<file path="src/logic/dataMem_defs.svh">
`ifndef DATAMEM_DEFS_SVH
`define DATAMEM_DEFS_SVH

`define AddrWidth 32 // byte address bits
`define DataWidth 32 // one RAM word
`define MemWords 1024 // RAM depth in words

// the word index sits just above the two byte offset bits
`define WordIdxWidth $clog2(`MemWords)
`define WordIdxLsb 2
`define WordIdxMsb (`WordIdxLsb + `WordIdxWidth - 1)

`define LaneCount (`DataWidth / 8) // byte lanes per word

`endif

</file>
<file path="src/logic/lsuPkg.sv">
`include "dataMem_defs.svh"

package lsuPkg;

	// funct3 of the access, stores reuse the first three codes
	typedef enum logic [2:0] {
		opLb = 3'b000, // also sb
		opLh = 3'b001, // also sh
		opLw = 3'b010, // also sw
		opLbu = 3'b100,
		opLhu = 3'b101
	} memOp;

	typedef enum logic [1:0] {
		causeNone = 2'd0,
		causeMisaligned = 2'd1,
		causeLocked = 2'd2 // store blocked by ctrl bit
	} faultCause;

	typedef struct packed {
		logic valid;
		logic write; // 1 => store
		memOp op;
		logic [`AddrWidth-1:0] addr;
		logic [`DataWidth-1:0] wdata;
	} lsuReq;

	typedef struct packed {
		logic valid;
		logic fault;
		logic [`DataWidth-1:0] rdata;
	} lsuResp;

	typedef struct packed {
		logic psel;
		logic penable;
		logic pwrite;
		logic [`AddrWidth-1:0] paddr;
		logic [`DataWidth-1:0] pwdata;
	} apbReq;

	typedef struct packed {
		logic pready;
		logic [`DataWidth-1:0] prdata;
		logic pslverr;
	} apbResp;

	// register offsets of the debug block
	typedef enum logic [`AddrWidth-1:0] {
		regCtrl = 'h0, // bit 0 is storeLock
		regWatchAddr = 'h4,
		regWatchData = 'h8, // read only
		regFaultCount = 'hC, // any write clears
		regFaultAddr = 'h10 // read only
	} regAddr;

endpackage

</file>
<file path="src/logic/memDebugRegs.sv">
`include "dataMem_defs.svh"

module memDebugRegs
(
	input logic clk,
	input logic rstN,
	input lsuPkg::apbReq apbIn,
	output lsuPkg::apbResp apbOut,
	input logic [`DataWidth-1:0] watchData,
	input logic faultPulse,
	input logic [`AddrWidth-1:0] faultAddrIn,
	output logic storeLock,
	output logic [`AddrWidth-1:0] watchAddr
);

	logic accessPhase;
	logic wrAccess;
	logic addrHit;
	logic wrAllowed;
	logic clearCount;
	logic [`DataWidth-1:0] rdMux;
	logic [`DataWidth-1:0] faultCount;
	logic [`AddrWidth-1:0] faultAddr;

	assign accessPhase = apbIn.psel && apbIn.penable;
	assign wrAccess = accessPhase && apbIn.pwrite;

	// offset decode
	always_comb
	begin
		addrHit = 1'b1;
		wrAllowed = 1'b1;
		rdMux = '0;
		case (apbIn.paddr)
			lsuPkg::regCtrl:
				rdMux = {{(`DataWidth-1){1'b0}}, storeLock};
			lsuPkg::regWatchAddr:
				rdMux = watchAddr;
			lsuPkg::regWatchData:
			begin
				rdMux = watchData; // live RAM contents
				wrAllowed = 1'b0;
			end
			lsuPkg::regFaultCount:
				rdMux = faultCount; // a write clears it
			lsuPkg::regFaultAddr:
			begin
				rdMux = faultAddr;
				wrAllowed = 1'b0;
			end
			default:
			begin
				addrHit = 1'b0;
				wrAllowed = 1'b0;
			end
		endcase
	end

	// zero wait states
	assign apbOut.pready = 1'b1;
	assign apbOut.prdata = (accessPhase && !apbIn.pwrite) ? rdMux : '0;
	assign apbOut.pslverr = accessPhase && (!addrHit || (apbIn.pwrite && !wrAllowed));

	assign clearCount = wrAccess && (apbIn.paddr == lsuPkg::regFaultCount);

	always_ff @(posedge clk or negedge rstN)
	begin
		if (!rstN)
		begin
			storeLock <= 1'b0;
			watchAddr <= '0;
		end
		else if (wrAccess)
		begin
			case (apbIn.paddr)
				lsuPkg::regCtrl:
					storeLock <= apbIn.pwdata[0];
				lsuPkg::regWatchAddr:
					watchAddr <= apbIn.pwdata;
				default:
					storeLock <= storeLock;
			endcase
		end
	end

	always_ff @(posedge clk or negedge rstN)
	begin
		if (!rstN)
		begin
			faultCount <= '0;
			faultAddr <= '0;
		end
		else
		begin
			if (clearCount)
				faultCount <= '0; // clear beats a fault in the same cycle
			else if (faultPulse && faultCount != '1)
				faultCount <= faultCount + 1'b1; // saturate at all ones
			if (faultPulse)
				faultAddr <= faultAddrIn;
		end
	end

endmodule

</file>
<file path="config.mk">
export PLATFORM = sky130hd
export DESIGN_NAME = memDebugRegs
export DESIGN_NICKNAME = d
export VERILOG_FILES = /design/src/logic/lsuPkg.sv /design/src/logic/memDebugRegs.sv
export VERILOG_INCLUDE_DIRS = /design/src /design/src/logic
export SDC_FILE = /design/constraint.sdc
export NUM_CORES = 1
export LEC_CHECK = 0
export ABC_CLOCK_PERIOD_IN_PS = 3100
export BUFFER_PORTS_ARGS = -buffer_cell sky130_fd_sc_hd__buf_2
export CAP_MARGIN = 20
export CORE_UTILIZATION = 46
export DETAILED_ROUTE_END_ITERATION = 16
export GPL_ROUTABILITY_DRIVEN = 0
export PLACE_DENSITY_LB_ADDON = 0.25
export SKIP_CTS_REPAIR_TIMING = 1
export SLEW_MARGIN = 30
export SYNTH_ARGS = -nofsm -noshare
export SYNTH_HDL_FRONTEND = slang
export SYNTH_SLANG_ARGS = --single-unit
</file>
<file path="constraint.sdc">
create_clock -name clk -period 3.1 [get_ports clk]
set_clock_uncertainty 0.05 [all_clocks]
set_input_delay 0.775 -clock clk [delete_from_list [all_inputs] [get_ports clk]]
set_output_delay 0.775 -clock clk [all_outputs]
set_load 0.01 [all_outputs]
</file>
After elaboration in Yosys (flattened, before gate mapping):

Index checks and enable logic that the tools add are counted.
W data, S select, Z words.

* bits in registers: 97
* input port bits: 134
* output and inout bits: 67

* add/subtract/negate cells: 1
* equality and inequality tests: 5
* muxes and demuxes: 6
* reductions and logical operators: 17

Operators with widths (number)
* $pmux W32 S5: 1
* $mux W32: 3
* $eq A32 B4 Y1 const B: 2
* $add A32 B1 Y32 const B: 1
* $eq A32 B3 Y1 const B: 1
* $eq A32 B5 Y1 const B: 1
* $logic_not A32 Y1: 1
* $ne A32 B32 Y1 const B: 1
* $logic_and A1 B1 Y1: 7
* $reduce_or A5 Y1: 1
* $reduce_and A2 Y1: 2
* $logic_not A1 Y1: 3
* $reduce_or A3 Y1: 1
* $mux W1: 2
* $reduce_bool A2 Y1: 1
* $logic_or A1 B1 Y1: 1

Longest topological paths before layout:

* depth in word-level cells: 7
* depth in mapped cells: 9

Worst setup path before layout:

No wires, ideal clock.

* path kind: input-to-output
* start point: in apbIn[33] (netlist name)
* end point: out apbOut[1] (netlist name)
* arrival: 2.525 ns
* required time: 2.275 ns
* path slack: -0.250 ns
* stages: 8
* path buffers: 3
* path through: or4_4 and4bb_2 clkbuf_2 o21ba_2 clkbuf_1 buf_2 nand3_1 a21oi_1

RTL lines
* from (decl): line memDebugRegs.sv:7 `input lsuPkg::apbReq apbIn,`
* to (decl): line memDebugRegs.sv:8 `output lsuPkg::apbResp apbOut,`

==> results by group <==
Timing
  – Final period util: 1.08
  – Slew @ Worst Pin: 0.665 ns
  – # setup viols final: 33
  – Fmax: 298 MHz
  – Max-slew headroom: 0.557
  – WHS: just under 0.4 ns
  – RSZ-0062 raised after global routing: yes
  – Slew Viols, Final: 0
  – Worst Setup Slack, final: -0.254 ns
  – Final Hold Fails: 0
  – Setup TNS: -6.89 ns
  – Crit path time final: 3.35 ns

GRT
  – Remaining Overflow, GRT: 0
  – Initial antenna violation count: 0
  – Largest net degree at the start of global routing: 51
  – Total track usage: 0.269
  – First-pass GRT wire length: between 20 and 30 mm
  – Vias in the first global route: 5239

Setup path
  – Reg2reg end: faultCount[21]$_DFFE_PN0P_
  – Data arrival time of the critical path: 2.53 ns
  – Worst path depth: 7
  – Req. time, crit path: 2.27 ns
  – Critical path capture point type: output pin
  – Worst setup SP type: input pin
  – Top cell family by delay on the critical path: simple AND/OR/NAND/NOR gates
  – Reg2reg setup slack: 0.84 ns
  – Crit path max fanout: 22
  – Crit path buffers/inverters: 3
  – Critical-path top delay cell: or4_4
  – Critical path, cell by cell: buf_6 -> or4_4 -> and4bb_4 -> o21ba_4 -> buf_12 -> o2111a_1 -> buf_2
  – Crit path from: apbIn[33]
  – Critical path type: in -> out
  – Slowest stage delay, CP: 0.54 ns
  – Cell depth of the worst flop-to-flop path: 6
  – Reg-to-reg startpoint: faultCount[24]$_DFFE_PN0P_
  – Crit path capture: apbOut[10]

Floorplanning
  – Core Box Area: about 12000 µm²
  – Full die area: 13100 µm²
  – Die height: 114 µm
  – Die width: roughly 110 µm
  – Row cnt: 40
  – Initial Util: 0.478
  – I/O Pins: between 200 and 250

Synth
  – Top-area cell type share of the netlist area: 0.418
  – Syn Inst Count: 538
  – #FFs+latches synth: 97
  – Post-synth net total: approximately 670
  – Yosys warning total: 0
  – Synth Cell Area: 5810 µm²
  – Register area share after synthesis: 0.418
  – Post-Syn Area per Cell: 10.8 µm²
  – Yosys cell types: slightly above 50
  – Dominant cells by area after synthesis: dfrtp_1, mux2_4, mux2_2
  – Leading area contributor after synthesis: dfrtp_1

Outcome
  – Violated checks: setup timing
  – Status: complete, but fails checks

Place
  – IO Port Bufs: 199
  – DP Wirelength: 12.6 mm
  – Placed Instance Area: 7140 µm²

CTS
  – Clock transition at path regs: 0.06 ns
  – CTS Buffer Depth: 2
  – CTS tree: built
  – TritonCTS buffer count: 9
  – Clock Latency Late Sink: 0.35 ns
  – H-Tree Depth: 3
  – Root Driver: clkbuf_16
  – CTS sink count: 97

Hold path
  – Min-delay worst type: in -> async

Routing
  – DR pass1 iterations: 7
  – Routed Antenna Nets: 0
  – Drt total wl: 17.7 mm
  – Vias per cell: 5.82
  – DRT iter0 DRCs: 273
  – Vias: 5295
  – WL/cell: 19.4 µm
  – Number of remaining DRC errors: 0

Job
  – Maxcap violations: 0

Final layout
  – P&R area growth vs syn: 31.6%
  – Layout cells sized above 1: 0.462
  – Inserted Diodes: 0
  – Layout fillers: just under 1000
  – Design Area, Final: about 7600 µm²
  – Layout Nets: 874
  – Fin util: 0.629

Power and ir drop
  – Peak VDD IR: ~230 µV
  – Power, Total: 0.00301 W
  – Leakage: between 4 and 5 nW
  – P per Cell Area: 394 nW/µm²
## metrics by stage
| stage | cells | setup slack [ns] |
|---|---|---|
| detailed placement | 890 | -0.292 |
| global route | 910 | -0.294 |
| CTS | 904 | -0.296 |
| finish | 910 | -0.254 |
| floorplan | 538 | -0.0910 |
| global placement | 890 | -0.255 |
## area by class of cell
type	count	area [µm²]	area share
multi-input cells	387	3190	0.417
clock inverters	4	70.1	0.00916
well taps	168	210	0.0275
clock buffers	10	229	0.0299
repair buffers	238	1500	0.196
flip-flops and latches	97	2430	0.317
inverters	6	22.5	0.00295
## worst min path at each step
stage | end | slack [ns] | depth (start not counted)
after global routing | faultAddr[29]$_DFFE_PN0P_ | 0.46 | 1
final | faultAddr[1]$_DFFE_PN0P_ | 0.40 | 1
after global placement | faultAddr[10]$_DFFE_PN0P_ | 0.44 | 1
after floorplan | faultAddr[0]$_DFFE_PN0P_ | 0.43 | 0
after detailed placement | faultAddr[28]$_DFFE_PN0P_ | 0.45 | 1
after CTS | faultAddr[1]$_DFFE_PN0P_ | 0.43 | 1
## synthesized netlist by cell type, drive strengths merged
| master | number |
|---|---|
| o21ai | 11 |
| a2111oi | 2 |
| ha | 1 |
| mux2 | 65 |
| o31ai | 3 |
| clkbuf | 33 |
| a22o | 31 |
| nand2b | 2 |
| nand3b | 1 |
| nor2 | 52 |
| a21oi | 18 |
| a31o | 3 |
| o2111a | 31 |
| a22oi | 1 |
| nor2b | 2 |
| o21ba | 2 |
| o31a | 1 |
| inv | 6 |
| and4bb | 1 |
| a21boi | 1 |
| buf | 15 |
| or4b | 2 |
| a211oi | 3 |
| nand4 | 19 |
| mux2i | 36 |
| xnor2 | 7 |
| and4b | 1 |
| nand2 | 19 |
| or4 | 8 |
| conb | 1 |
| o211ai | 1 |
| and4 | 5 |
| or3 | 11 |
| and2 | 3 |
| nand3 | 13 |
| nor4 | 13 |
| dfrtp | 97 |
| nor3 | 7 |
| and3 | 8 |
| xor2 | 2 |
## kinds of logic after synthesis
family / synth area share
and+or+nand+nor: 0.156
AOI/OAI and AO/OA: 0.156
muxes: 0.207
DFF: 0.418
buffers and inverters: 0.0467
xor gates and xnor gates: 0.0136
adders and majority gates: 0.00215
other: 0.000645
## cells in the final DEF (no fill, tap or decap), types with 12 or more instances in the layout
cell	n
a21oi_1	17
a22o_1	31
buf_2	195
buf_4	23
clkbuf_16	12
dfrtp_1	97
mux2_2	35
mux2_4	30
mux2i_1	36
nand2_1	19
nand3_1	13
nand4_1	18
nor2_1	39
nor4_1	13
o2111a_1	31
## flip-flops by register name, indices dropped and copies added, names as in the netlist
name        count
faultAddr      32
faultCount     32
storeLock       1
watchAddr      32
## per-layer routing
metal,GRT usage,routed length (µm),vias up
li1,-,-,2448
met1,0.346,7470,2625
met2,0.474,9050,197
met3,0.0323,846,25
met4,0.0831,318,0
met5,0,0,-
## report_power, final
group          leakage, nW  internal (W)  switching, W  total [W]
clock                0.148      0.000696      0.000480    0.00118
combinational         2.66      0.000194      0.000203   0.000397
sequential            1.26       0.00135     0.0000875    0.00144
Power figures use the tool's default switching activity.
