[config.mk]
export PLATFORM = sky130hd
export DESIGN_NAME = loadFormat
export DESIGN_NICKNAME = d
export VERILOG_FILES = /design/src/logic/lsuPkg.sv /design/src/logic/loadFormat.sv
export VERILOG_INCLUDE_DIRS = /design/src /design/src/logic
export SDC_FILE = /design/constraint.sdc
export NUM_CORES = 1
export LEC_CHECK = 0
export BUFFER_PORTS_ARGS = -buffer_cell sky130_fd_sc_hd__clkbuf_2
export CAP_MARGIN = 20
export CELL_PAD_IN_SITES_DETAIL_PLACEMENT = 0
export CELL_PAD_IN_SITES_GLOBAL_PLACEMENT = 1
export CORE_MARGIN = 10
export CORE_UTILIZATION = 20
export DETAILED_ROUTE_END_ITERATION = 16
export MAX_ROUTING_LAYER = met4
export PLACE_DENSITY = 0.79
export SLEW_MARGIN = 10
export SYNTH_ARGS = -nofsm -noshare
export SYNTH_HDL_FRONTEND = slang
export SYNTH_SLANG_ARGS = --single-unit
[constraint.sdc]
create_clock -name vclk -period 1.2
set_input_delay 0.12 -clock vclk [all_inputs]
set_output_delay 0.12 -clock vclk [all_outputs]
set_load 0.1 [all_outputs]
[src/logic/dataMem_defs.svh]
`ifndef DATAMEM_DEFS_SVH
`define DATAMEM_DEFS_SVH

`define AddrWidth 32 // byte address bits
`define DataWidth 32 // one RAM word
`define MemWords 1024 // RAM depth in words

// the word index sits just above the two byte offset bits
`define WordIdxWidth $clog2(`MemWords)
`define WordIdxLsb 2
`define WordIdxMsb (`WordIdxLsb + `WordIdxWidth - 1)

`define LaneCount (`DataWidth / 8) // byte lanes per word

`endif

[src/logic/lsuPkg.sv]
`include "dataMem_defs.svh"

package lsuPkg;

	// funct3 of the access, stores reuse the first three codes
	typedef enum logic [2:0] {
		opLb = 3'b000, // also sb
		opLh = 3'b001, // also sh
		opLw = 3'b010, // also sw
		opLbu = 3'b100,
		opLhu = 3'b101
	} memOp;

	typedef enum logic [1:0] {
		causeNone = 2'd0,
		causeMisaligned = 2'd1,
		causeLocked = 2'd2 // store blocked by ctrl bit
	} faultCause;

	typedef struct packed {
		logic valid;
		logic write; // 1 => store
		memOp op;
		logic [`AddrWidth-1:0] addr;
		logic [`DataWidth-1:0] wdata;
	} lsuReq;

	typedef struct packed {
		logic valid;
		logic fault;
		logic [`DataWidth-1:0] rdata;
	} lsuResp;

	typedef struct packed {
		logic psel;
		logic penable;
		logic pwrite;
		logic [`AddrWidth-1:0] paddr;
		logic [`DataWidth-1:0] pwdata;
	} apbReq;

	typedef struct packed {
		logic pready;
		logic [`DataWidth-1:0] prdata;
		logic pslverr;
	} apbResp;

	// register offsets of the debug block
	typedef enum logic [`AddrWidth-1:0] {
		regCtrl = 'h0, // bit 0 is storeLock
		regWatchAddr = 'h4,
		regWatchData = 'h8, // read only
		regFaultCount = 'hC, // any write clears
		regFaultAddr = 'h10 // read only
	} regAddr;

endpackage

[src/logic/loadFormat.sv]
`include "dataMem_defs.svh"

module loadFormat
(
	input logic pendValid,
	input lsuPkg::memOp pendOp,
	input logic [1:0] pendLane,
	input lsuPkg::faultCause pendCause,
	input logic pendWrite,
	input logic [`DataWidth-1:0] rdWord,
	output lsuPkg::lsuResp resp
);

	logic [7:0] byteSel;
	logic [15:0] halfSel;
	logic [`DataWidth-1:0] loadData;
	logic faulted;

	assign byteSel = rdWord[{pendLane, 3'b000} +: 8];
	assign halfSel = pendLane[1] ? rdWord[31:16] : rdWord[15:0]; // lane 0 or 2 only
	assign faulted = pendCause != lsuPkg::causeNone;

	always_comb
	begin
		case (pendOp)
			lsuPkg::opLb:
				loadData = {{24{byteSel[7]}}, byteSel};
			lsuPkg::opLh:
				loadData = {{16{halfSel[15]}}, halfSel};
			lsuPkg::opLbu:
				loadData = {24'b0, byteSel};
			lsuPkg::opLhu:
				loadData = {16'b0, halfSel};
			default:
				loadData = rdWord; // lw
		endcase
	end

	always_comb
	begin
		resp.valid = pendValid;
		resp.fault = faulted;
		// stores and faulted accesses return zero
		resp.rdata = (pendValid && !pendWrite && !faulted) ? loadData : '0;
	end

endmodule

; After elaboration in Yosys (flattened, before gate mapping)
; Cells that the tools add are included.
[op_classes]
eq_ne = 3
shift = 1
muxes = 3
reduce_logical = 6
[ops]
columns = operator, count
row1 = $pmux W32 S4, 1
row2 = $mux W32, 1
row3 = $shiftx A32 B6 Y8, 1
row4 = $mux W16, 1
row5 = $eq A3 B3 Y1 const B, 2
row6 = $eq A3 B1 Y1 const B, 1
row7 = $logic_not A3 Y1, 1
row8 = $logic_and A1 B1 Y1, 2
row9 = $logic_not A1 Y1, 2
row10 = $reduce_bool A2 Y1, 1
[word_totals]
regBits = 0
inputBits = 41
output_inout_bits = 34
elab_cells = 13

; Longest topological paths before layout
; Gate-level depths: netlist of the first run.
[depth]
word_depth = 4
mapped_depth = 6
depth_no_buf = 4

; Worst setup path before layout of the first run
; Ideal clock, no wire load.
[synth_timing]
kind = input -> output
startpoint = in pendWrite
endpoint = out resp[10] (netlist bit)
arrival_time_ps = 2379
t_required_ps = 1080
path_slack_ps = -1299
cell_stages = 4
n_path_buf = 1
path_cell_list = nor4b_4 -> clkbuf_1 -> o21ai_0 -> a21oi_1
[synth_rtl]
columns = element, line
row1 = start: declaration, loadFormat.sv:9  ; input logic pendWrite,
row2 = end: declaration, loadFormat.sv:11  ; output lsuPkg::lsuResp resp

==> impl_metrics.yaml, run 1 <==
floorplan:
  core-area_um2: 3630
  start_util_pct: 20.4
  dieWidth_um: 80.9
  dieArea_um2: 6550
  rows: 22
  dieHeight_um: 80.9
  pin_count: 75
power_and_ir_drop:
  ir_worst_vdd_uv: 187
  leakage_nw: 1.11
  p_total_mw: 0.837
  p_per_area_nw_per_um2: 317
synthesis:
  synth_compound_area_share_pct: 35.1
  synth_warnings: 0
  synth_top_family_by_area: "simple AND/OR/NAND/NOR gates"
  yosys.area.top_type: "nand2_1"
  synthAdderAreaFrac_pct: 0
  synth_top_area_share_pct: 19.7
  synthTopCellsByArea: "nand2_1 (20%), o21ai_0 (16%), a21oi_1 (12%), mux2_2 (11%), nand3b_1 (7.1%)"
  synth.distinct_cells: 23
  synth-simple-area-share_pct: 36.1
  avgSynthCellArea_um2: 5.89
  synth-seq-area-share_pct: 0
  synthXorXnorAreaFrac_pct: 0
  syn_nets: 167
  muxShareOfSynthArea_pct: 16.0
  netlist_area_um2: 742
  synthesis.instances: 126
routing:
  viasPerCell: 4.70
  routed_wl_um: 4730
  drt_first_iter_violations: 38
  dr_total_vias: 1311
  ant_nets: 0
  drt_pass1_iterations: 4
  drc: 0
  post_drt_wl_per_cell_um: 17.0
final_layout:
  n_antenna_cell: 0
  nets: 274
  seq_cells: 0
  clock_buffers: 0
  layout_common_cells: "clkbuf_2 (36), buf_12 (36), buf_4 (31)"
  drive_gt1_share_pct: 80.5
  regArea_um2: 0
  area_growth_pct: 256
  stdcell_area_um2: 2640
timing:
  setup_viol: 32
  whs_ns: 0.561
  post-route-period-util_pct: 125
  max_slew.worst_pin.slew_ns: 0.287
  drv_slew: 0
  hold_viol_final: 0
  fmax_mhz: 664
  slew_headroom_pct: 80.8
  rsz0062_at_grt: "yes"
  fin_setup_tns_ns: -7.79
  fin_ws_ns: -0.306
  period_needed_ns: 1.51
placed_design:
  place_area_um2: 2330
  post-dp-hpwl_um: 3890
  globalplace.congestion: 0.785
  placement.io_buffers: 75
global_routing:
  grt_pass1_vias: 1434
  overflow: 0
  grt_pass1_wl_um: 7510
  grt_max_degree: 15
  track_usage_pct: 14.4
  antenna_found_initial: 0
critical_path:
  cp_data_required_time_ns: 1.08
  worstSetupEndpointType: "primary output"
  start_kind: "input pin"
  cp_data_arrival_time_ns: 1.39
  path_max_fanout: 7
  worstSetupPathType: "in -> out"
flow_run:
  cap_violations: 0
worst_hold_path:
  hp-class: "in -> out"
status:
  status: "finished, violations left"
  violations: "negative setup slack"
clock_network:
  ctsHoldBuffers: 0
==> through the flow <==
step | instances | setup WS (ns) | utilization [%]
2_1_floorplan | 126 | -0.364 | -
3_3_place_gp | 273 | -0.328 | 64.0
3_5_place_dp | 273 | -0.356 | 64.0
4_1_cts | 277 | -0.328 | 71.1
5_1_grt | 279 | -0.354 | 72.6
6_report | 279 | -0.306 | 72.6
==> cell usage after synthesis (all sizes together) <==
master / n
or2: 2
nor2: 2
a21oi: 18
nand2b: 2
o2111ai: 1
inv: 3
nand2: 39
nor4b: 1
nand3b: 7
mux2: 7
o21ai: 23
a22o: 1
a211oi: 1
clkbuf: 4
buf: 8
and2: 1
nor2b: 1
o22ai: 1
mux2i: 4
==> critical path, cell delays in order <==
cell and delay [ns]:
clkbuf_16 0.14, or2_4 0.25, o22ai_4 0.17, buf_6 0.14
a21oi_4 0.05, buf_12 0.16, a21oi_4 0.15, buf_12 0.19
==> cells by family after synthesis <==
kind of cell / Yosys count
simple gates: 55
compound gates: 45
buf+inv: 15
mux: 11
==> what timing repair did <==
item	CTS	global route
setup endpoints to repair	32	32
gates resized for setup	58	15
buffers inserted	4	3
pin swaps	17	5
==> power by group <==
part / switching [mW] / internal (mW)
clock network: 0 / 0
logic: 0.467 / 0.370
registers: 0 / 0
==> worst paths after layout <==
check / endpoint / slack [ns] / depth (start not counted) / from
max: resp[9] / -0.31 / 8 / pendLane[1]
min: resp[33] / 0.56 / 2 / pendValid
==> per-layer routing <==
layer	track usage (%)	vias to the layer above	share of wire [%]
met5	-	-	0
met4	0.865	0	0.57
met3	1.77	2	6.4
met2	25.5	51	52
met1	17.9	603	41
li1	-	655	-
==> final cells by class <==
type / instances / area [um2]
repair buffers: 117 / 1320
multi-input cells: 111 / 1240
fillers: 274 / 995
well taps: 48 / 60.1
inverters: 3 / 11.3
(Power assumes the default switching activity.)
==> run 2: changes to the inputs <==
--- a/config.mk
+++ b/config.mk
@@ -15,6 +15,7 @@
 export DETAILED_ROUTE_END_ITERATION = 16
 export MAX_ROUTING_LAYER = met4
 export PLACE_DENSITY = 0.79
+export RECOVER_POWER = 50
 export SLEW_MARGIN = 10
 export SYNTH_ARGS = -nofsm -noshare
 export SYNTH_HDL_FRONTEND = slang
==> run 2 against run 1 <==
Effect of this change:
- the flow still finishes with violations (negative setup slack)
- total power is 0.12% lower
- final cell count stayed put
- final area hardly changed
- non-clock buffer count stayed put
- combinational power hardly changed
- first-iteration DRC count stayed put
- global-route usage stayed put
- sequential share of layout area stayed put
- clock-buffer cell count stayed put
==> impl_metrics.yaml, run 2 (synthesized netlist as in run 1, its figures left out) <==
status:
  status: "finished, violations left"
  violations: "negative setup slack"
floorplan:
  pin_count: 75
  dieArea_um2: 6550
  dieHeight_um: 80.9
  start_util_pct: 20.4
  dieWidth_um: 80.9
  core-area_um2: 3630
  rows: 22
final_layout:
  nets: 274
  seq_cells: 0
  final_cells: 279
  fillCellCount: 275
  clock_buffers: 0
  layout_commonest_cell: "clkbuf_2"
  layout_common_cells: "clkbuf_2 (37), buf_12 (36), buf_4 (30)"
  area_growth_pct: 255
  drive_gt1_share_pct: 80.5
  multi_input_area_um2: 1240
  n_antenna_cell: 0
  regArea_um2: 0
power_and_ir_drop:
  leakage_nw: 1.11
  clkPwrFrac_pct: 0
  p_per_area_nw_per_um2: 317
  seq_power_share_pct: 0
  p_sw_share_pct: 55.9
  ir_worst_vdd_uv: 187
  combPwrFrac_pct: 100.0
  p_switching_mw: 0.467
  intPower_mw: 0.369
  p_total_mw: 0.836
critical_path:
  cp_data_arrival_time_ns: 1.39
  cp_data_required_time_ns: 1.08
  start_kind: "input pin"
  path_max_fanout: 7
  worstSetupPathType: "in -> out"
  worstSetupEndpointType: "primary output"
flow_run:
  cap_violations: 0
placed_design:
  globalplace.congestion: 0.785
  dp.cells: 273
  placement.io_buffers: 75
  place_ws_ns: -0.356
  post-dp-hpwl_um: 3890
timing:
  max_slew.worst_pin.slew_ns: 0.545
  whs_ns: 0.643
  period_needed_ns: 1.51
  hold_viol_final: 0
  fmax_mhz: 664
  setup_viol: 32
  rsz0062_at_grt: "yes"
  post-route-period-util_pct: 125
  fin_ws_ns: -0.306
  slew_headroom_pct: 63.8
  drv_slew: 0
routing:
  drt_first_iter_violations: 38
  dr_total_vias: 1309
  post_drt_wl_per_cell_um: 16.9
  drt_pass1_iterations: 4
  ant_nets: 0
  routed_wl_um: 4730
  viasPerCell: 4.69
  drc: 0
worst_hold_path:
  hp-class: "in -> out"
  hold_depth: 4
global_routing:
  grt_pass1_vias: 1434
  overflow: 0
  grt_pass1_wl_um: 7510
  use_met2_pct: 25.5
  grt_max_degree: 15
  busiest_layer: "met2"
  antenna_found_initial: 0
  track_usage_pct: 14.4
  grtUsageMet3_pct: 1.77
  use_met1_pct: 17.9
## run 2: changes by cell type in the layout (fill, tap and decap cells not counted), sizes merged
cell / before / now
buf: 79 / 78
clkbuf: 38 / 39
## run 2: worst paths after layout
| kind | start | slack, ns | endpoint |
|---|---|---|---|
| setup / recovery | pendLane[1] | -0.31 | resp[9] |
| hold / removal | rdWord[17] | 0.64 | resp[17] |
## run 2: critical path, stage by stage
cell and delay [ns]:
clkbuf_16 0.14, or2_4 0.25, o22ai_4 0.17, buf_6 0.14
a21oi_4 0.05, buf_12 0.16, a21oi_4 0.15, buf_12 0.19
## run 2: repair_timing
action	CTS	global route
pin swaps	17	5
setup endpoints to repair	32	32
buffers inserted	4	3
gates resized for setup	58	15
hold buffers	0	0
## run 2: per-stage QoR
stage	util, %	cell area [um2]	TNS, ns
final	72.6	2640	-7.79
after global routing	72.6	2640	-9.67
after CTS	71.1	2580	-8.41
after detailed placement	64.0	2330	-10.24
after global placement	64.0	2330	-9.45
after floorplan	-	1210	-10.29
## run 2: final cells by class
| class | instances | area share [%] |
|---|---|---|
| multi-input cells | 111 | 47.2 |
| inverters | 3 | 0.427 |
| repair buffers | 117 | 50.1 |
| well taps | 48 | 2.28 |
## run 2: metal layers
metal,vias up,part of all wire (%)
met4,0,0.57
li1,655,-
met3,2,5.7
met1,603,42
met2,49,52
met5,-,0
## run 2: power by group through the flow
stage	registers, mW	logic, mW	clock network [mW]
final	0	0.836	0
after global routing	0	0.880	0
after CTS	0	0.810	0
after detailed placement	0	0.717	0
after global placement	0	0.709	0
after floorplan	0	0.412	0
==> run 3: changes to the inputs <==
--- a/config.mk
+++ b/config.mk
@@ -6,15 +6,16 @@
 export SDC_FILE = /design/constraint.sdc
 export NUM_CORES = 1
 export LEC_CHECK = 0
+export ABC_AREA = 1
 export BUFFER_PORTS_ARGS = -buffer_cell sky130_fd_sc_hd__clkbuf_2
 export CAP_MARGIN = 20
 export CELL_PAD_IN_SITES_DETAIL_PLACEMENT = 0
 export CELL_PAD_IN_SITES_GLOBAL_PLACEMENT = 1
 export CORE_MARGIN = 10
-export CORE_UTILIZATION = 20
+export CORE_UTILIZATION = 22
 export DETAILED_ROUTE_END_ITERATION = 16
 export MAX_ROUTING_LAYER = met4
-export PLACE_DENSITY = 0.79
+export PLACE_DENSITY = 0.82
 export RECOVER_POWER = 50
 export SLEW_MARGIN = 10
 export SYNTH_ARGS = -nofsm -noshare
==> run 3 against run 2 <==
Effect of this change:
- the flow still finishes with violations (negative setup slack)
- critical path depth stayed put
- via count is 8.6% higher
- non-clock buffer count is 22 lower
- synthesized area is 18% higher
- worst setup slack better by 0.21 ns
- critical path type unchanged
- critical endpoint is now resp[28]
==> impl_metrics.yaml, run 3 <==
routing:
  drc: 0
  dr_total_vias: 1421
  drt_pass1_iterations: 4
  drt_first_iter_violations: 40
  ant_nets: 0
  viasPerCell: 4.75
  routed_wl_um: 4600
  post_drt_wl_per_cell_um: 15.4
timing:
  fin_ws_ns: -0.0923
  rsz0062_at_grt: "yes"
  fmax_mhz: 774
  drv_slew: 0
  hold_viol_final: 0
  setup_viol: 28
  period_needed_ns: 1.29
  fin_setup_tns_ns: -1.53
  slew_headroom_pct: 63.9
  post-route-period-util_pct: 108
  max_slew.worst_pin.slew_ns: 0.544
critical_path:
  cp_data_required_time_ns: 1.08
  path_max_fanout: 8
  critical_path.top_delay_family: "simple AND/OR/NAND/NOR gates"
  cp_data_arrival_time_ns: 1.17
  slowest_delay_ns: 0.18
  path_cells: "clkbuf_2 -> inv_1 -> nand2_4 -> nand3_4 -> nand2_8 -> nand2_8 -> nor2_4 -> buf_12"
  critPathBufInv: 3
  cp_common_cell: "nand2_8"
  worstSetupPathType: "in -> out"
  cp_slowest_cell: "buf_12"
  start_kind: "input pin"
  worstSetupEndpointType: "primary output"
floorplan:
  rows: 22
  dieArea_um2: 6900
  dieWidth_um: 83.1
  pin_count: 75
  dieHeight_um: 83.1
  core-area_um2: 3740
  start_util_pct: 23.4
placed_design:
  globalplace.congestion: 0.781
  placement.io_buffers: 75
  place_area_um2: 2080
  dp.cells: 296
  post-dp-hpwl_um: 3540
  place_ws_ns: -0.223
power_and_ir_drop:
  intPower_mw: 0.299
  leakage_nw: 0.979
  seq_power_share_pct: 0
  p_switching_mw: 0.510
  combPwrFrac_pct: 100.0
  ir_worst_vdd_uv: 178
  p_sw_share_pct: 63.0
  clkPwrFrac_pct: 0
  p_per_area_nw_per_um2: 340
final_layout:
  seq_cells: 0
  layout_commonest_cell: "clkbuf_2"
  multi_input_area_um2: 1150
  fillCellCount: 328
  drive_gt1_share_pct: 71.7
  nets: 294
  area_growth_pct: 172
  layout_common_cells: "clkbuf_2 (38), buf_12 (35), nor2_1 (33)"
  finish.utilization_pct: 63.5
  stdcell_area_um2: 2380
  regArea_um2: 0
  final_cells: 299
  n_antenna_cell: 0
  clock_buffers: 0
global_routing:
  track_usage_pct: 12.2
  grt_pass1_vias: 1462
  grt_max_degree: 20
  overflow: 0
  antenna_found_initial: 0
  grt_pass1_wl_um: 7250
synthesis:
  ys_top_cells_by_count: "nor2_1 (49), o21ai_0 (28), nand2_1 (26), nor2_4 (11)"
  synth.distinct_cells: 21
  synth_top_area_share_pct: 21.0
  yosys.area.top_type: "nor2_1"
  netlist_area_um2: 875
  avgSynthCellArea_um2: 5.27
  syn_nets: 207
  yosys.cell_count.top_type: "nor2_1"
  synth-seq-area-share_pct: 0
  synthTopCellsByArea: "nor2_1 (21%), o21ai_0 (16%), nor2_4 (14%), nand2_1 (11%), a21oi_1 (5.2%)"
  synth_warnings: 0
  synthesis.instances: 166
status:
  violations: "negative setup slack"
  status: "finished, violations left"
worst_hold_path:
  hp-class: "in -> out"
  hold_depth: 4
  holdCritStartpoint: "rdWord[20]"
  holdPathEnd: "resp[20]"
flow_run:
  cap_violations: 0
## run 3: changes by cell type after synthesis, moves of 5 or more
cell and delta:
a21oi_1 -9, nor2_4 +11, mux2_2 -7, nor2_1 +47
nand3b_1 -7, o21ai_0 +5, nand2_1 -13, nand3_1 +9
## run 3: cell type report
class              count  area share (%)
repair inverters       1           0.316
inverters             10            2.47
well taps             48            2.53
multi-input cells    145            48.5
repair buffers        95            46.2
## run 3: metal layers
metal	track usage [%]	part of all wire [%]	wire length [um]	up-vias
li1	-	-	-	710
met2	21.2	54	2480	45
met5	-	0	0	-
met3	1.37	3.7	170	4
met1	15.1	41	1880	662
met4	1.54	1.4	65	0
## run 3: tightest hold or removal path: stages
cell      delay [ns]
clkbuf_2        0.09
nor2_1          0.06
nor2_4          0.10
buf_12          0.18
## run 3: how the worst max path moves through the flow
stage                to         from  cells past startpoint
4_1_cts         resp[7]    pendValid                      8
5_1_grt        resp[28]    pendOp[0]                      9
3_3_place_gp   resp[31]  pendLane[1]                     10
6_report       resp[28]  pendLane[0]                      8
3_5_place_dp   resp[19]  pendLane[1]                      9
2_1_floorplan  resp[10]  pendLane[1]                      6
## run 3: cells by family after synthesis
kind of cell,share of synthesized area (%)
simple gates,62.7
buf+inv,14.3
compound gates,23.0
## run 3: stage by stage
step / power, mW / hold slack [ns]
floorplan: 0.443 / 0.452
global placement: 0.691 / 0.632
detailed placement: 0.699 / 0.637
CTS: 0.752 / 0.640
global route: 0.858 / 0.687
finish: 0.809 / 0.667
## run 3: power by group through the flow
stage,clock [mW],sequential (mW),combinational [mW]
final,0,0,0.809
after global routing,0,0,0.858
after CTS,0,0,0.752
after detailed placement,0,0,0.699
after global placement,0,0,0.691
after floorplan,0,0,0.443
## run 3: timing repair
action                     4_1_cts  5_1_grt
buffers inserted                 0        1
pin swaps                       11       18
gates cloned                     2        0
resized for setup               29       39
setup endpoints to repair       32       32
hold buffers                     0        0
