### src/logic/dataMem_defs.svh
`ifndef DATAMEM_DEFS_SVH
`define DATAMEM_DEFS_SVH

`define AddrWidth 32 // byte address bits
`define DataWidth 32 // one RAM word
`define MemWords 1024 // RAM depth in words

// the word index sits just above the two byte offset bits
`define WordIdxWidth $clog2(`MemWords)
`define WordIdxLsb 2
`define WordIdxMsb (`WordIdxLsb + `WordIdxWidth - 1)

`define LaneCount (`DataWidth / 8) // byte lanes per word

`endif

### src/logic/lsuPkg.sv
`include "dataMem_defs.svh"

package lsuPkg;

	// funct3 of the access, stores reuse the first three codes
	typedef enum logic [2:0] {
		opLb = 3'b000, // also sb
		opLh = 3'b001, // also sh
		opLw = 3'b010, // also sw
		opLbu = 3'b100,
		opLhu = 3'b101
	} memOp;

	typedef enum logic [1:0] {
		causeNone = 2'd0,
		causeMisaligned = 2'd1,
		causeLocked = 2'd2 // store blocked by ctrl bit
	} faultCause;

	typedef struct packed {
		logic valid;
		logic write; // 1 => store
		memOp op;
		logic [`AddrWidth-1:0] addr;
		logic [`DataWidth-1:0] wdata;
	} lsuReq;

	typedef struct packed {
		logic valid;
		logic fault;
		logic [`DataWidth-1:0] rdata;
	} lsuResp;

	typedef struct packed {
		logic psel;
		logic penable;
		logic pwrite;
		logic [`AddrWidth-1:0] paddr;
		logic [`DataWidth-1:0] pwdata;
	} apbReq;

	typedef struct packed {
		logic pready;
		logic [`DataWidth-1:0] prdata;
		logic pslverr;
	} apbResp;

	// register offsets of the debug block
	typedef enum logic [`AddrWidth-1:0] {
		regCtrl = 'h0, // bit 0 is storeLock
		regWatchAddr = 'h4,
		regWatchData = 'h8, // read only
		regFaultCount = 'hC, // any write clears
		regFaultAddr = 'h10 // read only
	} regAddr;

endpackage

### src/logic/accessAlign.sv
`include "dataMem_defs.svh"

module accessAlign
(
	input logic clk,
	input logic rstN,
	input lsuPkg::lsuReq req,
	input logic storeLock,
	output logic [`LaneCount-1:0] byteEn,
	output logic [`WordIdxWidth-1:0] wordIdx,
	output logic [`DataWidth-1:0] laneData,
	output logic rdEn,
	output lsuPkg::memOp pendOp,
	output logic [1:0] pendLane,
	output logic pendValid,
	output logic pendWrite,
	output lsuPkg::faultCause pendCause,
	output logic faultPulse,
	output logic [`AddrWidth-1:0] faultAddr
);

	logic [1:0] lane;
	logic misaligned;
	logic [`LaneCount-1:0] sizeMask;
	lsuPkg::faultCause cause;

	assign lane = req.addr[1:0];
	assign wordIdx = req.addr[`WordIdxMsb:`WordIdxLsb];

	// size decode, store data copied into every lane of its size
	always_comb
	begin
		misaligned = 1'b0;
		sizeMask = '0; // no write for funct3 without a store form
		laneData = req.wdata;
		case (req.op)
			lsuPkg::opLb:
			begin
				sizeMask = 4'b0001;
				laneData = {4{req.wdata[7:0]}};
			end
			lsuPkg::opLh:
			begin
				sizeMask = 4'b0011;
				laneData = {2{req.wdata[15:0]}};
				misaligned = lane[0];
			end
			lsuPkg::opLw:
			begin
				sizeMask = 4'b1111;
				misaligned = |lane;
			end
			lsuPkg::opLhu:
				misaligned = lane[0];
			default:
				sizeMask = '0;
		endcase
	end

	// misalignment wins over the lock
	always_comb
	begin
		if (misaligned)
			cause = lsuPkg::causeMisaligned;
		else if (req.write && storeLock)
			cause = lsuPkg::causeLocked;
		else
			cause = lsuPkg::causeNone;
	end

	assign byteEn = (req.valid && req.write && cause == lsuPkg::causeNone) ?
		sizeMask << lane : '0;
	assign rdEn = req.valid && !req.write && !misaligned; // lock never blocks loads

	always_ff @(posedge clk or negedge rstN)
	begin
		if (!rstN)
		begin
			pendValid <= 1'b0;
			pendWrite <= 1'b0;
			pendCause <= lsuPkg::causeNone;
		end
		else
		begin
			pendValid <= req.valid;
			pendWrite <= req.write;
			pendCause <= req.valid ? cause : lsuPkg::causeNone;
		end
	end

	always_ff @(posedge clk)
	begin
		pendOp <= req.op; // formatter needs these one cycle on
		pendLane <= lane;
		if (req.valid)
			faultAddr <= req.addr;
	end

	assign faultPulse = pendValid && (pendCause != lsuPkg::causeNone);

endmodule

### config.mk
export PLATFORM = sky130hd
export DESIGN_NAME = accessAlign
export DESIGN_NICKNAME = d
export VERILOG_FILES = /design/src/logic/lsuPkg.sv /design/src/logic/accessAlign.sv
export VERILOG_INCLUDE_DIRS = /design/src /design/src/logic
export SDC_FILE = /design/constraint.sdc
export NUM_CORES = 1
export LEC_CHECK = 0
export ABC_AREA = 1
export BUFFER_PORTS_ARGS = -buffer_cell sky130_fd_sc_hd__buf_4
export CAP_MARGIN = 20
export CORE_UTILIZATION = 34
export CTS_CLUSTER_SIZE = 30
export DETAILED_ROUTE_END_ITERATION = 8
export GPL_TIMING_DRIVEN = 0
export PLACE_DENSITY_LB_ADDON = 0.2
export REMOVE_ABC_BUFFERS = 1
export SKIP_LAST_GASP = 1
export SYNTH_ARGS = -nofsm -noshare
export SYNTH_HDL_FRONTEND = slang
export SYNTH_SLANG_ARGS = --single-unit
### constraint.sdc
create_clock -name clk -period 0.8 [get_ports clk]
set_clock_uncertainty 0.2 [all_clocks]
set_input_delay 0.04 -clock clk [delete_from_list [all_inputs] [get_ports clk]]
set_output_delay 0.04 -clock clk [all_outputs]
set_load 0.005 [all_outputs]
# --- After elaboration in Yosys (flattened, before gate mapping) ---
# Cells that the tools add are included.
classes:
  n_eq_ne: 3
  n_mux: 7
  shifts: 1
  n_reduce_logical: 13
op_table:
  columns: ["cell", "count"]
  rows:
  - ["32-bit case mux with 2 select lines", 1]
  - ["4-bit case mux with 3 select lines", 1]
  - ["1-bit logical AND", 6]
  - ["2-bit 2-to-1 mux", 3]
  - ["4-bit 2-to-1 mux", 1]
  - ["2-bit OR reduction", 2]
  - ["4-bit by 2-bit << shifter with 4-bit output", 1]
  - ["3-bit by 1-bit equality test with 1-bit output (second input constant)", 1]
  - ["3-bit by 2-bit equality test with 1-bit output (second input constant)", 1]
  - ["3-bit equality test (second input constant)", 1]
  - ["3-bit zero test", 1]
  - ["1-bit zero test", 2]
  - ["2-bit zero test", 1]
  - ["1-bit case mux with 2 select lines", 1]
  - ["2-bit nonzero test", 1]
word_totals:
  in_bits: 72
  word_cells: 30
  output_inout_bits: 89
  ff_bits: 41

# --- Longest topological paths before layout ---
# Gate-level depths: netlist of the first run.
depth:
  word_depth: 7
  mapped_depth: 6
  depth_no_buf: 5

# --- Worst setup path after synthesis of the first run ---
# OpenSTA, ideal clock, no wires.
synth_timing:
  kind: "input port to output port"
  start: "in req[65] (netlist name)"
  end: "out byteEn[1]"
  arrival_time_ns: 0.569
  setup_slack_ns: -0.009
  cell_stages: 6
  n_path_buf: 1
  t_required_ns: 0.560
  cell_sequence: "nor2_2 -> buf_6 -> o21ai_2 -> nand2_1 -> nand2_1 -> nor2_1"
synth_between:
  elab_chain_len: 7
  elab_cells_between_ends: 12
  classes_between: "eq/ne: 3; shift: 1; mux: 4; reduce/logical: 4"
synth_rtl:
  columns: ["element", "line_no", "source"]
  rows:
  - ["start, declared", "accessAlign.sv:7", "input lsuPkg::lsuReq req,"]
  - ["3-bit by 1-bit equality test with 1-bit output / 3-bit equality test (equally long branches)", "accessAlign.sv:36", "case (req.op)"]
  - ["2-bit OR reduction (no source line)", null, null]
  - ["1-bit case mux with 2 select lines", "accessAlign.sv:36", null]
  - ["2-bit 2-to-1 mux", "accessAlign.sv:63", "if (misaligned)"]
  - ["2-bit zero test", "accessAlign.sv:71", "assign byteEn = (req.valid && req.write && cause == lsuPkg::causeNone) ?"]
  - ["1-bit logical AND", "accessAlign.sv:71", null]
  - ["4-bit 2-to-1 mux (*)", "accessAlign.sv:71", null]
  - ["end, declared", "accessAlign.sv:9", "output logic [`LaneCount-1:0] byteEn,"]
# Mark *: on every way between the ends. The rest lies on a longest branch, timed or not.

# --- Worst setup path in the final report of the first run ---
layout_timing:
  start: "reg pendCause[0]"
  end: "out faultPulse"
layout_between:
  elab_chain_len: 2
layout_rtl:
  columns: ["element", "line_no", "source"]
  rows:
  - ["start, declared", "accessAlign.sv:17", "output lsuPkg::faultCause pendCause,"]
  - ["start signal, assigned", "accessAlign.sv:81", "pendCause <= lsuPkg::causeNone;"]
  - ["start signal, assigned", "accessAlign.sv:87", "pendCause <= req.valid ? cause : lsuPkg::causeNone;"]
  - ["2-bit nonzero test", "accessAlign.sv:99", "assign faultPulse = pendValid && (pendCause != lsuPkg::causeNone);"]
  - ["1-bit logical AND", "accessAlign.sv:99", null]
  - ["end, declared", "accessAlign.sv:18", "output logic faultPulse,"]
# No other way between the ends.

==> flow_summary_export.csv, run 1 <==
group,metric,value,unit
status,status,"finished, violations left",
status,violations,"hold timing, setup timing",
routing,drc,0,
global_routing,grt_pass1_vias,1825,
logic_synthesis,synth-seq-cells,41,
clocking,cts.reportedPaths.clkPinSlew,0.08,ns
finish,nets,413,
logic_synthesis,synth_area,1828,um^2
routing,vias_per_cell,4.689,
finish,final_util,73.08,%
die,ios,161,
die,row_count,26,
logic_synthesis,yosysUniqueCellTypes,20,
routing,routedWlPerCell,15.07,um
worst_setup_path,crit_family,"flip-flops",
logic_synthesis,synth_mux_area_share,0,%
placed_design,hpwl,3851,um
power,power-per-cell-area,1484,nW/um^2
sta,rsz0062_at_grt,"yes",
die,chipHeight,75.33,um
clocking,clock_path_buffers,2,
worst_setup_path,required,0.56,ns
logic_synthesis,yosysSeqAreaShare,63.52,%
worst_setup_path,critPathMaxStageDelay,0.38,ns
clocking,numCtsBuffers,5,
clocking,cts_tree,"built",
global_routing,grt_max_degree,19,
worst_hold_path,min_path_type,"primary input to flop",
logic_synthesis,synth_xor_area_share,0,%
sta,holdWs,-0.2749,ns
global_routing,antenna_found_initial,0,
placed_design,io_buffers,160,
logic_synthesis,synth_area_per_cell,10.57,um^2
power,p_leak,1.871,nW
finish,fill_cells,379,
sta,fin_crit,1.211,ns
power,peakVddDrop,0.001027,V
sta,final.period_utilization,151.3,%
placed_design,place.gp.congestion,0.8263,
global_routing,grt_first_pass_wirelength,8411,um
clocking,cts_hold_buffers,3,
job,drv_cap,0,
worst_setup_path,path_cells,"o21a_1 -> buf_6",
global_routing,busiest_layer,"met2",
routing,totalWireLength,6210,um
logic_synthesis,syn_inst,173,
worst_setup_path,crit_fanout,2,
logic_synthesis,synth-compound-area-share,3.765,%
die,fp.dieArea,5674,um^2
logic_synthesis,synth_top_family_by_area,"simple AND/OR/NAND/NOR gates",
worst_setup_path,end_kind,"output port",
die,fp.dieW,75.33,um
finish,final_layout_size_suffix_gt1_share,73.10,%
global_routing,met2_usage,38.49,%
worst_setup_path,crit_type,"flop to output port",
finish,final_common_cell,"buf_4",
routing,firstDrtPassIters,4,
logic_synthesis,ys_warn_count,0,
routing,drt_iter0_drc,63,
sta,timing.slew.headroom,85.52,%
routing,ant_nets,0,
die,initial_utilization,35.56,%
global_routing,grtUsageTotal,20.18,%
sta,max_slew.worst_pin.slew,0.2157,ns
finish,postLayoutCellArea,3756,um^2
global_routing,gr-usage-met3,5.423,%
worst_setup_path,startpoint_type,"flop",
die,core-area,5140,um^2
sta,slew_viol_final,0,
finish,synthToLayoutAreaGrowth,105.5,%
clocking,cts_root_buf,"clkbuf_8",
worst_setup_path,cp.buffers_inverters,1,
finish,final_cell_mix,"buf_4 (124), buf_6 (48), edfxtp_1 (32)",
global_routing,met1_usage,20.83,%
finish,antenna_cells,0,
global_routing,grt_overflow,0,
sta,hold_viol_final,77,
worst_setup_path,arrival,0.97,ns
logic_synthesis,synthSimpleGateAreaFrac,22.25,%
sta,fmax,826.0,MHz
sta,setup_viol,71,
placed_design,place_area,2940,um^2
sta,timing.final.ws_setup,-0.4106,ns
routing,num_vias,1932,
clocking,h-tree-depth,2,
worst_setup_path,crit_slowest_cell,"dfrtp_1",
clocking,cts_sinks,41,
logic_synthesis,yosys.area_share.adder,0,%
==> layout make-up <==
cell class                 count  area (um^2)  share of cell area (%)
timing repair buffer         181         1642                   43.70
sequential                    41         1164                   30.98
multi-input combinational    106        709.4                   18.89
tap                           70        87.58                   2.332
clock buffer                   6        72.57                   1.932
clock inverter                 2        33.78                  0.8994
inverter                       4        25.02                  0.6662
timing repair inverter         2        22.52                  0.5996
==> per-layer routing <==
metal,wire (um),vias up,part of all wire [%]
li1,-,896,-
met3,511,10,8.2
met2,3441,106,55
met5,0,-,0
met4,113,0,1.8
met1,2142,920,34
==> sequential cells by signal, indices dropped and copies added, names as in the netlist <==
signal     count
pendOp         3
pendValid      1
pendWrite      1
pendLane       2
faultAddr     32
pendCause      2
==> report_power, final <==
part | internal [mW] | total [mW] | switching [mW]
Combinational | 0.904 | 1.49 | 0.584
Sequential | 2.47 | 2.52 | 0.0494
Clock | 0.920 | 1.57 | 0.651
==> per-stage QoR <==
| stage | setup slack (ns) | TNS, ns | cells | total power, mW | hold WS (ns) |
|---|---|---|---|---|---|
| 2_1_floorplan | -0.3508 | -7.103 | 151 | 2.767 | -0.4556 |
| 3_3_place_gp | -0.9859 | -29.39 | 381 | 3.602 | -0.3642 |
| 3_5_place_dp | -0.9817 | -29.26 | 381 | 3.621 | -0.3608 |
| 4_1_cts | -0.4188 | -18.59 | 409 | 5.479 | -0.3139 |
| 5_1_grt | -0.4423 | -21.20 | 412 | 5.809 | -0.2850 |
| 6_report | -0.4106 | -18.47 | 412 | 5.575 | -0.2749 |
==> synthesized netlist by cell type <==
master    count  area (um^2)
a21boi_0      1        7.510
a21oi_1       1        5.000
buf_4        19        142.6
buf_6         3        33.78
dfrtp_1       4        100.1
dfxtp_1       5        100.1
edfxtp_1     32        960.9
inv_1         3        11.26
inv_2         1        3.750
nand2_1      67        251.5
nand2_2       1        6.260
nand3_1      12        60.06
nand3_2       3        30.03
nor2_1        8        30.03
nor2_2        1        6.260
nor2_4        2        22.52
o21a_1        1        7.510
o21ai_0       4        20.02
o21ai_1       4        20.02
o21ai_2       1        8.760
==> cells by family (layout without fill, tap and decap cells) <==
logic type             Yosys count  count (layout)
and+or+nand+nor                 94              94
DFF                             41              41
buffers and inverters           26             195
AOI/OAI and AO/OA               12              12
==> what timing repair did <==
item,4_1_cts,5_1_grt
endpoints found under the setup margin,71,73
gates resized for setup,93,52
cloned,3,0
buffers inserted,14,3
endpoints found under the hold margin,77,77
pin swaps,9,18
==> path summary, 6_finish.rpt <==
path	end	depth (start not counted)	from
max in group asynchronous	pendValid$_DFF_PN0_	2	rstN
min	faultAddr[30]$_DFFE_PP_	1	req[62]
max	faultPulse	2	pendCause[0]$_DFF_PN0_
min in group asynchronous	pendCause[0]$_DFF_PN0_	2	rstN
No activity file was read; power rests on OpenSTA's default activity.
==> run 2, diff against run 1 <==
--- a/config.mk
+++ b/config.mk
@@ -13,7 +13,7 @@
 export CTS_CLUSTER_SIZE = 30
 export DETAILED_ROUTE_END_ITERATION = 8
 export GPL_TIMING_DRIVEN = 0
-export PLACE_DENSITY_LB_ADDON = 0.2
+export PLACE_DENSITY = 0.76
 export REMOVE_ABC_BUFFERS = 1
 export SKIP_LAST_GASP = 1
 export SYNTH_ARGS = -nofsm -noshare
==> run 2 against run 1 <==
  * The flow still finishes with violations (hold timing, setup timing)
  * Power decreased by 2.9%
  * Design area decreased by 0.50%
  * Via count decreased by 3.2%
  * Critical path depth unchanged
  * Sequential power about the same
  * Clock power decreased by 9.6%
  * Die area unchanged
  * Fmax decreased by 3.3%
  * Sequential share of layout area increased by 0.22 points
  * Hold slack improved by 0.0050 ns
  * Non-clock buffer count decreased by 4
  * Critical path type unchanged
  * Highest routed layer unchanged
==> flow_summary_export.csv, run 2 (synthesized netlist as in run 1, its figures left out) <==
group,metric,value,unit
finish,multi_input_area,734.5,um^2
placed_design,hpwl,3856,um
routing,drt_iter0_drc,33,
sta,finalSetupTns,-18.73,ns
worst_hold_path,hold_depth,1,
sta,final.period_utilization,156.5,%
global_routing,grt_overflow,0,
clocking,numCtsBuffers,5,
routing,firstDrtPassIters,4,
routing,vias_per_cell,4.597,
routing,routedWlPerCell,15.19,um
die,row_count,26,
sta,setup_viol,71,
worst_setup_path,crit_type,"flop to output port",
finish,top_regs,"faultAddr: 32 flops, pendOp: 3 flops",
finish,nets,408,
clocking,cts_sinks,41,
die,core-area,5140,um^2
sta,timing.final.ws_setup,-0.4523,ns
global_routing,antenna_found_initial,0,
die,chipHeight,75.33,um
clocking,clock_path_buffers,2,
finish,final_layout_size_suffix_gt1_share,74.48,%
sta,rsz0062_at_grt,"yes",
worst_hold_path,min_path_type,"primary input to flop",
sta,fmax,798.6,MHz
clocking,cts_root_buf,"clkbuf_8",
finish,register_area,1166,um^2
die,ios,161,
sta,slew_viol_final,0,
status,violations,"hold timing, setup timing",
finish,final_common_cell,"buf_4",
worst_setup_path,startpoint_type,"flop",
routing,totalWireLength,6182,um
worst_setup_path,required,0.56,ns
finish,regMostFlops,"faultAddr",
power,power-per-cell-area,1449,nW/um^2
finish,antenna_cells,0,
status,status,"finished, violations left",
finish,largest_reg_flops,32,
die,fp.dieW,75.33,um
power,fin_total_pwr,5.415,mW
placed_design,place.gp.congestion,0.7293,
finish,fill_cells,340,
routing,ant_nets,0,
global_routing,grtUsageTotal,19.16,%
power,p_leak,1.856,nW
global_routing,grt_max_degree,19,
global_routing,grt_first_pass_wirelength,7941,um
job,drv_cap,0,
sta,timing.slew.headroom,82.33,%
finish,final_util,72.71,%
worst_setup_path,arrival,1.01,ns
sta,fin_crit,1.252,ns
routing,drc,0,
finish,synthToLayoutAreaGrowth,104.4,%
clocking,h-tree-depth,2,
sta,holdWs,-0.2698,ns
clocking,cts_hold_buffers,3,
sta,hold_viol_final,77,
clocking,cts.reportedPaths.clkPinSlew,0.08,ns
sta,max_slew.worst_pin.slew,0.2644,ns
global_routing,grt_pass1_vias,1712,
worst_setup_path,crit_fanout,2,
die,initial_utilization,35.56,%
clocking,cts_tree,"built",
die,fp.dieArea,5674,um^2
finish,final_cell_mix,"buf_4 (122), buf_6 (44), nand2_1 (32), edfxtp_1 (32), nand2_2 (22)",
power,peakVddDrop,0.0006858,V
worst_setup_path,end_kind,"output port",
routing,num_vias,1871,
finish,postLayoutCellArea,3737,um^2
placed_design,place_area,2940,um^2
placed_design,io_buffers,160,
[run 2: cell count changes in the layout (fill, tap and decap cells not counted), moves of 2 or more]
| cell | change |
|---|---|
| buf_6 | -4 |
| o21ai_1 | -2 |
| o21ai_2 | +2 |
| nand2_2 | -3 |
| dfxtp_2 | +2 |
| dfxtp_1 | -2 |
| buf_8 | +2 |
| nand3_4 | +2 |
| nand2_1 | +3 |
| nor2_1 | -2 |
| buf_4 | -2 |
| nor2_2 | +2 |
| clkbuf_8 | +2 |
[run 2: path summary, 6_finish.rpt]
check | from | endpoint | slack, ns
worst min-delay path | req[45] | faultAddr[13]$_DFFE_PP_ | -0.27
max in group asynchronous | rstN | pendValid$_DFF_PN0_ | 0.42
min in group asynchronous | rstN | pendCause[1]$_DFF_PN0_ | -0.12
worst max-delay path | pendCause[1]$_DFF_PN0_ | faultPulse | -0.45
[run 2: metal layers]
metal  GRT usage, %  up-vias  wire (um)
met5              0        -          0
met4          8.230        0         60
met3          4.365        4        519
met2          36.51      110       3456
met1          20.07      870       2145
li1               -      887          -
[run 2: final cells by class]
| cell class | instances | share of cell area, % |
|---|---|---|
| inverters | 4 | 0.6696 |
| well taps | 70 | 2.343 |
| repair inverters | 1 | 0.3013 |
| multi-input cells | 106 | 19.65 |
| clock inverters | 1 | 0.1339 |
| repair buffers | 177 | 43.12 |
| clock buffers | 7 | 2.578 |
| flip-flops and latches | 41 | 31.20 |
[run 2: stage by stage]
stage | hold WS (ns) | instances | setup WS (ns)
6_report | -0.2698 | 407 | -0.4523
5_1_grt | -0.2818 | 407 | -0.4812
4_1_cts | -0.3088 | 405 | -0.4340
3_5_place_dp | -0.3633 | 381 | -1.003
3_3_place_gp | -0.3638 | 381 | -0.9804
2_1_floorplan | -0.4556 | 151 | -0.3508
[run 2: critical path: stages, from the launching register on]
cell and delay (ns):
dfrtp_1 0.41, o21a_1 0.19, buf_4 0.13
[run 2: repair_timing]
item                                    4_1_cts  5_1_grt
pin swaps                                    11       23
cloned                                        2        0
endpoints found under the setup margin       71       73
hold endpoints to repair                     77       77
setup buffers                                11        2
gates resized for setup                      71       75
[run 2: power by group]
part | switching, mW | internal, mW
combinational | 0.574 | 0.896
sequential | 0.0604 | 2.47
clock | 0.637 | 0.779
total | 1.27 | 4.14
==> run 3, diff against run 2 <==
--- a/config.mk
+++ b/config.mk
@@ -8,13 +8,12 @@
 export LEC_CHECK = 0
 export ABC_AREA = 1
 export BUFFER_PORTS_ARGS = -buffer_cell sky130_fd_sc_hd__buf_4
-export CAP_MARGIN = 20
+export CAP_MARGIN = 0
 export CORE_UTILIZATION = 34
 export CTS_CLUSTER_SIZE = 30
 export DETAILED_ROUTE_END_ITERATION = 8
 export GPL_TIMING_DRIVEN = 0
 export PLACE_DENSITY = 0.76
-export REMOVE_ABC_BUFFERS = 1
 export SKIP_LAST_GASP = 1
 export SYNTH_ARGS = -nofsm -noshare
 export SYNTH_HDL_FRONTEND = slang
==> run 3 against run 2 <==
  * The run still ends with hold timing, setup timing left
  * Combinational power increased by 14%
  * Worst setup slack got worse by 0.015 ns
  * Sequential power about the same
  * Largest cell class unchanged
==> flow_summary_export.csv, run 3 (synthesized netlist as in run 1, its figures left out) <==
group,metric,value,unit
placed_design,place.gp.congestion,0.7218,
die,core-area,5140,um^2
finish,top_regs,"faultAddr: 32 flops, pendOp: 3 flops",
sta,holdWs,-0.3264,ns
worst_setup_path,crit_type,"flop to output port",
worst_setup_path,required,0.56,ns
global_routing,grt_first_pass_wirelength,8659,um
routing,vias_per_cell,4.653,
finish,multi_input_area,779.5,um^2
finish,final_cell_mix,"buf_4 (127), buf_6 (62), nand2_1 (32), edfxtp_1 (32), nand2_2 (22)",
logic_synthesis,synth_nets,245,
routing,routedWlPerCell,16.55,um
clocking,cts.reportedPaths.clkPinSlew,0.08,ns
routing,totalWireLength,7148,um
sta,timing.final.ws_setup,-0.4675,ns
placed_design,dp_slack,-0.4332,ns
worst_setup_path,crit_slowest_cell,"dfrtp_1",
placed_design,place_area,3122,um^2
worst_setup_path,startpoint_type,"flop",
sta,fin_crit,1.268,ns
global_routing,grt_overflow,0,
finish,final_layout_size_suffix_gt1_share,76.80,%
finish,nets,433,
sta,final.period_utilization,158.4,%
clocking,numCtsBuffers,5,
worst_setup_path,critPathMaxStageDelay,0.43,ns
power,power-per-cell-area,1419,nW/um^2
sta,rsz0062_at_grt,"yes",
worst_setup_path,end_kind,"output port",
worst_setup_path,crit_fanout,2,
sta,finalSetupTns,-18.05,ns
routing,ant_nets,0,
routing,drc,0,
sta,slew_viol_final,0,
finish,finalNonFillerCells,432,
die,initial_utilization,35.56,%
status,status,"finished, violations left",
worst_setup_path,cp.buffers_inverters,1,
clocking,cts_sinks,41,
routing,drt_iter0_drc,64,
worst_setup_path,arrival,1.03,ns
finish,register_area,1167,um^2
clocking,clock_path_buffers,2,
sta,hold_viol_final,75,
clocking,cts_root_buf,"clkbuf_8",
power,fin_total_pwr,5.800,mW
status,violations,"hold timing, setup timing",
sta,timing.slew.headroom,85.09,%
finish,final_common_cell,"buf_4",
placed_design,hpwl,4409,um
routing,num_vias,2010,
power,peakVddDrop,0.001118,V
die,chipHeight,75.33,um
placed_design,dpl.cell_count,403,
global_routing,antenna_found_initial,0,
worst_hold_path,min_path_type,"primary input to flop",
placed_design,io_buffers,160,
routing,firstDrtPassIters,4,
die,ios,161,
finish,regMostFlops,"faultAddr",
finish,antenna_cells,0,
worst_setup_path,crit_family,"flip-flops",
global_routing,grtUsageTotal,20.85,%
worst_setup_path,path_cells,"o21a_1 -> buf_6",
finish,largest_reg_flops,32,
finish,fill_cells,301,
sta,max_slew.worst_pin.slew,0.2231,ns
clocking,h-tree-depth,2,
finish,postLayoutCellArea,4086,um^2
sta,fmax,788.9,MHz
sta,setup_viol,72,
global_routing,grt_pass1_vias,1865,
job,drv_cap,0,
finish,synthToLayoutAreaGrowth,123.5,%
die,fp.dieW,75.33,um
clocking,cts_tree,"built",
die,fp.dieArea,5674,um^2
power,p_leak,2.000,nW
die,row_count,26,
global_routing,grt_max_degree,19,
## run 3: cell count changes in the layout (fill, tap and decap cells not counted), sizes merged
cell and change:
dlymetal6s4s -1, dlygate4sd3 +1, bufinv +1, inv -1, clkbuf -1, buf +26
## run 3: metal layers
metal	track usage [%]	routed length, um	up-vias
li1	-	-	934
met1	20.49	2295	936
met2	41.27	4010	130
met3	6.085	743	10
met4	6.996	99	0
met5	0	0	-
## run 3: worst paths after layout
path	depth (start not counted)	end	start	slack (ns)
max	2	faultPulse	pendCause[1]$_DFF_PN0_	-0.47
min	1	pendOp[1]$_DFF_P_	req[65]	-0.33
max in group asynchronous	2	pendCause[0]$_DFF_PN0_	rstN	0.38
min in group asynchronous	2	pendWrite$_DFF_PN0_	rstN	-0.09
## run 3: final cells by class
class                           instances  share of cell area (%)
Clock inverter                          2                  0.8573
Buffer                                 22                   4.501
Sequential cell                        41                   28.57
Clock buffer                            6                   1.776
Timing Repair Buffer                  181                   42.53
Inverter                                4                  0.5511
Tap cell                               70                   2.143
Multi-Input combinational cell        106                   19.08
## run 3: power by group
part,internal (mW),total (mW),switching [mW]
combinational,1.05,1.68,0.635
clock,0.925,1.58,0.651
sequential,2.47,2.54,0.0723
total,4.44,5.80,1.36
## run 3: repair_timing
item,in CTS,in global routing
cloned,3,0
hold endpoints to repair,77,77
resized for setup,89,87
endpoints found under the setup margin,71,72
pin swaps,31,23
setup buffers,13,2
hold buffers,2,1
## run 3: metrics by stage
step           hold WS [ns]  utilization (%)
6_report            -0.3264            79.50
3_5_place_dp        -0.3629            60.74
5_1_grt             -0.3318            79.50
3_3_place_gp        -0.3626            60.74
4_1_cts             -0.3290            72.64
2_1_floorplan       -0.4556                -
